**config.mk**
```make
export PLATFORM = sky130hd
export DESIGN_NAME = egress_sched
export DESIGN_NICKNAME = d
export VERILOG_FILES = /design/src/sched_cfg_pkg.sv /design/src/sched_types_pkg.sv /design/src/egress_sched.sv /design/src/port_backlog.sv /design/src/port_scheduler.sv /design/src/slot_grant.sv
export SDC_FILE = /design/constraint.sdc
export NUM_CORES = 1
export LEC_CHECK = 0
export BUFFER_PORTS_ARGS = -buffer_cell sky130_fd_sc_hd__buf_4
export CAP_MARGIN = 20
export CORE_MARGIN = 5
export CORE_UTILIZATION = 30
export DETAILED_ROUTE_END_ITERATION = 6
export PLACE_DENSITY = 0.43
export SETUP_SLACK_MARGIN = 0.4
export SKIP_LAST_GASP = 1
export SYNTH_ARGS = -nofsm -noshare
export SYNTH_HDL_FRONTEND = slang
export SYNTH_SLANG_ARGS = --single-unit
```
**constraint.sdc**
```tcl
create_clock -name clk -period 5.75 [get_ports clk]
set_input_delay 0.8625 -clock clk [delete_from_list [all_inputs] [get_ports clk]]
set_output_delay 0.8625 -clock clk [all_outputs]
set_load 0.01 [all_outputs]
```
**src/sched_cfg_pkg.sv**
```systemverilog
package sched_cfg_pkg;

	// Egress side of the packet buffer
	// Ports 0 and 1 are 10G
	// Ports 2 to 5 are DMA channels 0 to 3
	// Port 6 is OAM

	localparam int NUM_OF_PORTS = 7;	// Ports served by the wheel

	localparam int PORT_ID_W = 3;	// Binary port id

	// The wheel is 4 rotation steps times 10 groups, 40 slots in all
	localparam int LAST_ROT = 3;	// Rotation counter wraps after this
	localparam int LAST_DMA = 9;	// Group counter wraps after this

	// OAM takes the single odd DMA slot of the last group
	localparam int OAM_PORT = 6;

	// Slots per wheel turn
	// 10G 10 each
	// DMA 0 to 2 5 each, DMA 3 4
	// OAM 1

endpackage

```
**src/sched_types_pkg.sv**
```systemverilog
package sched_types_pkg;

	// Kind of port a rotation step serves
	typedef enum logic [1:0] {
		PK_10G,	// Steps 0 and 1
		PK_DMA,	// Steps 2 and 3
		PK_OAM	// Step 3 of the last odd group
	} port_kind_e;

	// Grant unit state
	// Idle until the first valid slot, back to idle when the wheel stops
	typedef enum logic {
		GS_IDLE,
		GS_RUN
	} grant_state_e;

endpackage

```
**src/egress_sched.sv**
```systemverilog
`timescale 1ns/1ps

module egress_sched #(
	parameter int BACKLOG_W = 4	// Depth of each port's packet count
) (
	input  logic clk,
	input  logic rst_n,
	input  logic en,	// Wheel runs while high
	input  logic [sched_cfg_pkg::NUM_OF_PORTS-1:0] enq,

	output logic [sched_cfg_pkg::NUM_OF_PORTS-1:0] grant,
	output logic [sched_cfg_pkg::PORT_ID_W-1:0] grant_port_id,
	output logic [sched_cfg_pkg::NUM_OF_PORTS-1:0] drop,
	output logic [1:0] rot_cnt,
	output logic [15:0] unused_slots
);

	logic [sched_cfg_pkg::NUM_OF_PORTS-1:0] sel_port;
	logic [sched_cfg_pkg::PORT_ID_W-1:0] sel_port_id;
	logic slot_valid;
	logic [sched_cfg_pkg::NUM_OF_PORTS-1:0] nonempty;
	logic [sched_cfg_pkg::NUM_OF_PORTS-1:0] deq;

	// Slot wheel, 40 slots per turn
	port_scheduler u_sched (
		.clk        (clk),
		.rst_n      (rst_n),
		.en         (en),
		.rot_cnt    (rot_cnt),
		.sel_port   (sel_port),
		.sel_port_id(sel_port_id),
		.slot_valid (slot_valid)
	);

	port_backlog #(
		.BACKLOG_W(BACKLOG_W)
	) u_backlog (
		.clk     (clk),
		.rst_n   (rst_n),
		.enq     (enq),
		.deq     (deq),
		.nonempty(nonempty),
		.drop    (drop)
	);

	// en to grant is two cycles
	slot_grant u_grant (
		.clk          (clk),
		.rst_n        (rst_n),
		.slot_valid   (slot_valid),
		.sel_port     (sel_port),
		.sel_port_id  (sel_port_id),
		.nonempty     (nonempty),
		.deq          (deq),
		.grant        (grant),
		.grant_port_id(grant_port_id),
		.unused_slots (unused_slots)
	);

endmodule

```
**src/port_backlog.sv**
```systemverilog
`timescale 1ns/1ps

module port_backlog #(
	parameter int BACKLOG_W = 4	// Counter width, 2 or more
) (
	input  logic clk,
	input  logic rst_n,
	input  logic [sched_cfg_pkg::NUM_OF_PORTS-1:0] enq,	// Packet arrived
	input  logic [sched_cfg_pkg::NUM_OF_PORTS-1:0] deq,	// Packet granted out

	output wire [sched_cfg_pkg::NUM_OF_PORTS-1:0] nonempty,
	output wire [sched_cfg_pkg::NUM_OF_PORTS-1:0] drop	// Enqueue lost on a full counter
);

	// One saturating counter per port
	for (genvar p = 0; p < sched_cfg_pkg::NUM_OF_PORTS; p++) begin : g_port
		logic [BACKLOG_W-1:0] cnt;
		logic drop_q;
		logic full;

		assign full = &cnt;

		always_ff @(posedge clk or negedge rst_n) begin
			if (!rst_n) begin
				cnt <= '0;
				drop_q <= 1'b0;
			end else begin
				// A deq in the same cycle makes room
				drop_q <= enq[p] & ~deq[p] & full;

				case ({enq[p], deq[p]})
					2'b10: begin
						if (!full)
							cnt <= cnt + 1'b1;	// Saturate at all ones
					end
					2'b01: begin
						if (cnt != '0)
							cnt <= cnt - 1'b1;
					end
					default: cnt <= cnt;	// Both or neither, count holds
				endcase
			end
		end

		assign nonempty[p] = (cnt != '0);	// Seen one cycle after enq
		assign drop[p] = drop_q;
	end

	// The grant unit never pulls from an empty port
	a_no_deq_empty: assert property (@(posedge clk) disable iff (!rst_n)
		(deq & ~nonempty) == '0);

endmodule

```
**src/port_scheduler.sv**
```systemverilog
`timescale 1ns/1ps

module port_scheduler (
	input  logic clk,
	input  logic rst_n,
	input  logic en,	// Advances the wheel one slot per cycle

	output logic [1:0] rot_cnt,	// Rotation step of the slot on sel_port
	output logic [sched_cfg_pkg::NUM_OF_PORTS-1:0] sel_port,	// One-hot scheduled port
	output logic [sched_cfg_pkg::PORT_ID_W-1:0] sel_port_id,
	output logic slot_valid	// en one cycle late
);

	localparam int GRP_W = $clog2(sched_cfg_pkg::LAST_DMA + 1);

	logic [GRP_W-1:0] grp_cnt;	// DMA group, 0 to 9

	logic last_rot;
	logic last_grp;
	logic [1:0] rot_nxt;
	logic [GRP_W-1:0] grp_nxt;
	logic [1:0] step;	// Slot kind index, 4 minus rotation
	sched_types_pkg::port_kind_e kind_nxt;
	logic [sched_cfg_pkg::PORT_ID_W-1:0] id_nxt;
	logic [sched_cfg_pkg::NUM_OF_PORTS-1:0] sel_nxt;

	assign last_rot = (rot_cnt == 2'(sched_cfg_pkg::LAST_ROT));
	assign last_grp = (grp_cnt == GRP_W'(sched_cfg_pkg::LAST_DMA));

	// Counters hold while en is low
	assign rot_nxt = en ? (last_rot ? 2'd0 : rot_cnt + 2'd1) : rot_cnt;
	assign grp_nxt = (en && last_rot) ? (last_grp ? '0 : grp_cnt + 1'b1) : grp_cnt;

	assign step = 2'(sched_cfg_pkg::LAST_ROT + 1 - int'(rot_nxt));	// Modulo 4

	// Which kind of port this step feeds
	always_comb begin
		case (step)
			2'd0, 2'd1: kind_nxt = sched_types_pkg::PK_10G;
			2'd2: kind_nxt = sched_types_pkg::PK_DMA;
			default: begin
				// Odd group 9 hands its second DMA slot to OAM
				if (grp_nxt[0] && grp_nxt == GRP_W'(sched_cfg_pkg::LAST_DMA))
					kind_nxt = sched_types_pkg::PK_OAM;
				else
					kind_nxt = sched_types_pkg::PK_DMA;
			end
		endcase
	end

	// Port id within the kind
	always_comb begin
		case (kind_nxt)
			sched_types_pkg::PK_10G: id_nxt = {{(sched_cfg_pkg::PORT_ID_W-1){1'b0}}, step[0]};
			sched_types_pkg::PK_DMA: begin
				if (step == 2'd2)
					id_nxt = grp_nxt[0] ? 3'd3 : 3'd2;	// DMA 0 / DMA 1 alternate
				else
					id_nxt = grp_nxt[0] ? 3'd5 : 3'd4;	// DMA 2 / DMA 3 alternate
			end
			default: id_nxt = sched_cfg_pkg::PORT_ID_W'(sched_cfg_pkg::OAM_PORT);
		endcase
	end

	assign sel_nxt = {{(sched_cfg_pkg::NUM_OF_PORTS-1){1'b0}}, 1'b1} << id_nxt;

	always_ff @(posedge clk or negedge rst_n) begin
		if (!rst_n) begin
			rot_cnt <= 2'd0;
			grp_cnt <= '0;
			sel_port <= '0;
			sel_port_id <= '0;
			slot_valid <= 1'b0;
		end else begin
			rot_cnt <= rot_nxt;
			grp_cnt <= grp_nxt;
			slot_valid <= en;
			if (en) begin	// Last slot stays visible while frozen
				sel_port <= sel_nxt;
				sel_port_id <= id_nxt;
			end
		end
	end

	// Every valid slot names exactly one port
	a_sel_onehot: assert property (@(posedge clk) disable iff (!rst_n)
		slot_valid |-> $onehot(sel_port));

endmodule

```
**src/slot_grant.sv**
```systemverilog
`timescale 1ns/1ps

module slot_grant (
	input  logic clk,
	input  logic rst_n,
	input  logic slot_valid,	// Slot on sel_port is live
	input  logic [sched_cfg_pkg::NUM_OF_PORTS-1:0] sel_port,
	input  logic [sched_cfg_pkg::PORT_ID_W-1:0] sel_port_id,
	input  logic [sched_cfg_pkg::NUM_OF_PORTS-1:0] nonempty,	// From the backlog

	output logic [sched_cfg_pkg::NUM_OF_PORTS-1:0] deq,	// Unregistered copy of the grant decision
	output logic [sched_cfg_pkg::NUM_OF_PORTS-1:0] grant,
	output logic [sched_cfg_pkg::PORT_ID_W-1:0] grant_port_id,
	output logic [15:0] unused_slots	// Wraps
);

	sched_types_pkg::grant_state_e state;
	sched_types_pkg::grant_state_e state_nxt;

	logic hit;	// Scheduled port has a packet waiting
	logic wheel_stop;	// Run ends this cycle

	// A live slot is decided on whether the unit is entering or already running
	assign hit = slot_valid & |(sel_port & nonempty);
	assign deq = hit ? sel_port : '0;

	assign wheel_stop = (state == sched_types_pkg::GS_RUN) & ~slot_valid;

	always_comb begin
		state_nxt = state;
		case (state)
			sched_types_pkg::GS_IDLE: begin
				if (slot_valid)
					state_nxt = sched_types_pkg::GS_RUN;	// First valid slot
			end
			sched_types_pkg::GS_RUN: begin
				if (!slot_valid)
					state_nxt = sched_types_pkg::GS_IDLE;	// en dropped
			end
			default: state_nxt = sched_types_pkg::GS_IDLE;
		endcase
	end

	always_ff @(posedge clk or negedge rst_n) begin
		if (!rst_n) begin
			state <= sched_types_pkg::GS_IDLE;
			grant <= '0;
			grant_port_id <= '0;
			unused_slots <= 16'd0;
		end else begin
			state <= state_nxt;
			grant <= deq;	// One-cycle pulse

			// Id holds through the run and clears when the wheel stops
			if (hit)
				grant_port_id <= sel_port_id;
			else if (wheel_stop)
				grant_port_id <= '0;

			if (slot_valid && !hit)
				unused_slots <= unused_slots + 16'd1;	// Empty slot wasted
		end
	end

	// At most one port leaves per slot
	a_grant_onehot0: assert property (@(posedge clk) disable iff (!rst_n)
		$onehot0(grant));

endmodule
```
==> summary.txt <==
Floorplan
  • Die Wd: 130 um
  • Core Region: 13,900 um^2
  • DIE AREA: 16,800 um^2
  • Die Y: 130 um
  • I/O Pins: 45
  • Row cnt: 43
  • Initial Util: 30.8%

Timing
  • Slew @ Worst Pin: 0.628 ns
  • Crit path time final: 3.60 ns
  • Max frequency: 0.278 GHz
  • Hold Slack: 0.498 ns
  • Setup Total Neg Slack: 0 ns
  • Layout Skew: 0.00637 ns
  • Period utilization: 62.6%
  • Slew margin rel.: 58.1%
  • Final setup violation count: 0
  • Final slew viol count: 0
  • Final Hold Fails: 0
  • RSZ-0062 raised after global routing: no

CTS
  • CTS Hold Bufs: 0
  • Clock sink count: 79
  • CTS tree: built
  • CTS max path bufs: 2
  • CTS buffer count: 9
  • Post-CTS Setup Bufs: 0
  • CTS H-tree lvls: 3
  • Root Buffer: clkbuf_16
  • Post-cts sizing count: 0
  • Clock Pin Slew Worst Setup and Hold Paths: 0.06 ns
  • Worst-skew pair later-pin latency: 0.34 ns

Logic synthesis
  • Gate Count Post-Synth: 408
  • Post-Syn Area per Cell: 10.5 um^2
  • Async set-reset flop share out of synthesis: 100%
  • Sequential share of the synthesized area: 46.1%
  • Cell variety after synth: 48
  • Seq cells post-synth: 79
  • Synth Flop Type: dfrtp_1
  • EDFF count, synth: 0
  • Yosys top cell area share: 46.1%
  • YS warnings: 0
  • Mapped Area: 4290 um^2
  • Top cells by area, synth: dfrtp_1, ha_1, xnor2_1, xor2_1, inv_1
  • Syn nets: 452
  • Post-synth top area cell: dfrtp_1

Routing
  • Vias post-DR: 2,894
  • DR DRC count: 0
  • WL/cell: 14.0 um
  • Vias/cell: 4.61
  • Antenna viol nets, final: 0
  • Met2 wire length: 3850 um
  • Routed wire length: 8780 um
  • Highest Signal Layer: met4
  • Drt pass-1 iters: 5
  • Initial drt markers: 183
  • Metal-1 WL: 4410 um
  • Routed wl met3: 290 um

Setup path
  • Reg-to-reg critical path startpoint: u_backlog.g_port[6].cnt[1]$_DFFE_PN0P_
  • Path depth of the worst reg2reg path: 11
  • CP Capture Type: flop
  • CP arrival: 3.81 ns
  • Setup Crit Path Kind: reg2reg
  • Setup crit start kind: flop
  • CP required: 5.96 ns
  • Crit Path Max Fanout: 16
  • Worst Setup SP: u_backlog.g_port[6].cnt[1]$_DFFE_PN0P_

Power and ir drop
  • Power Dens Cells: 501 nW/um^2
  • Leakage power: 0.00244 uW
  • Pwr Total: 2520 uW
  • Peak VDD IR: 151 uV

Cells and area
  • Nets: 489
  • Share of layout cells above drive strength 1: 17.6%
  • Antenna diodes: 0
  • Area Growth Syn to Fin: 17.3%

Worst hold path
  • Hold WC Path Type: reg2reg
  • Hold Crit Start: u_grant.unused_slots[15]$_DFFE_PN0P_
  • WHS Path Cells: 1

Global routing
  • Vias in the first global route: 3,036
  • Initial antenna violation count: 0
  • GRT Total Usage: 11.4%
  • Largest net degree at the start of global routing: 80
  • Gr ovfl total: 0
  • First-pass GRT wire length: 15,100 um

Placed design
  • Routability cong.: 0.775
  • Port buffer count: 44
  • Dpl hpwl: 6200 um

Flow run
  • Maxcap violations: 0

Run status
  • Outcome: finished clean
## cell usage in the layout, fill, tap and decap left out, drive strengths merged, types with 10 or more instances in the layout
cell    count
a21oi      13
and3       15
buf        45
clkbuf     10
dfrtp      79
ha         30
inv        40
nand2      30
nand3      19
nor2       27
o21ai      14
xnor2      25
xor2       26
## per-layer routing
metal,GRT usage [%],vias up
met4,5.81,0
met5,0,-
met1,15.5,1374
li1,-,1460
met3,2.31,14
met2,17.2,46
## flip-flops by register name (all words and copies together), names as in the netlist
name / flops
u_grant.grant: 7
u_grant.state: 1
u_sched.sel_port_id: 3
u_backlog.g_port.drop_q: 7
u_sched.rot_cnt: 2
u_grant.unused_slots: 16
u_sched.slot_valid: 1
u_grant.grant_port_id: 3
u_sched.grp_cnt: 4
u_sched.sel_port: 7
u_backlog.g_port.cnt: 28
## where the power goes
group          internal, uW  leakage (uW)  switching (uW)
clock                   342      0.000140             225
combinational           443       0.00129             497
sequential              757       0.00100             259
## critical path: stages, from the launching register on
cell and delay (ns):
dfrtp_1 0.43, nor4_1 0.47, o2111ai_1 0.30, or3_1 0.67, and3_1 0.36, ha_1 0.24
ha_1 0.32, a21o_1 0.19, a21oi_1 0.16, xnor2_1 0.13, nor2_1 0.07, xor2_1 0.14
## metrics by stage
step | cells | utilization (%) | area (um^2) | setup WS [ns]
finish | 628 | 36.1 | 5030 | 2.15
global route | 628 | 36.1 | 5030 | 1.81
CTS | 627 | 36.0 | 5010 | 2.08
detailed placement | 613 | 33.9 | 4730 | 2.11
global placement | 613 | 33.9 | 4730 | 2.14
floorplan | 408 | - | 4290 | 2.73
## cell usage after synthesis (6+ instances only)
cell type   n
nor2_1     24
xor2_1     24
dfrtp_1    79
clkbuf_1    8
a21oi_1    13
inv_1      38
ha_1       30
o21ai_0    14
and3_1     13
buf_4       7
xnor2_1    25
a21o_1      6
nand2_1    30
nor3_1      6
nand3_1    19
## layout make-up
cell class                      instances  area, um^2
Sequential cell                        79        1980
Multi-Input combinational cell        269        2040
Clock buffer                           10         239
Fill cell                            1399        8900
Clock inverter                          4        47.5
Timing Repair Buffer                   45         350
Inverter                               41         154
Tap cell                              180         225
## final timing paths
| kind | endpoint | slack, ns |
|---|---|---|
| max | u_backlog.g_port[0].cnt[3]$_DFFE_PN0P_ | 2.15 |
| max reg2reg | u_backlog.g_port[0].cnt[3]$_DFFE_PN0P_ | 2.15 |
| min in group asynchronous | u_backlog.g_port[2].cnt[2]$_DFFE_PN0P_ | 0.51 |
| min | u_grant.unused_slots[15]$_DFFE_PN0P_ | 0.50 |
| min reg2reg | u_grant.unused_slots[15]$_DFFE_PN0P_ | 0.50 |
| max in group asynchronous | u_sched.sel_port[5]$_DFFE_PN0P_ | 4.63 |
## cells by family after synthesis
family / after synthesis / share of synthesized area, %
xor+xnor: 51 / 10.8
fa+ha+maj: 34 / 10.6
simple gates: 114 / 13.4
mux: 9 / 2.25
flops: 79 / 46.1
buf+inv: 60 / 6.36
compound gates: 61 / 10.5
Power figures use the tool's default switching activity.
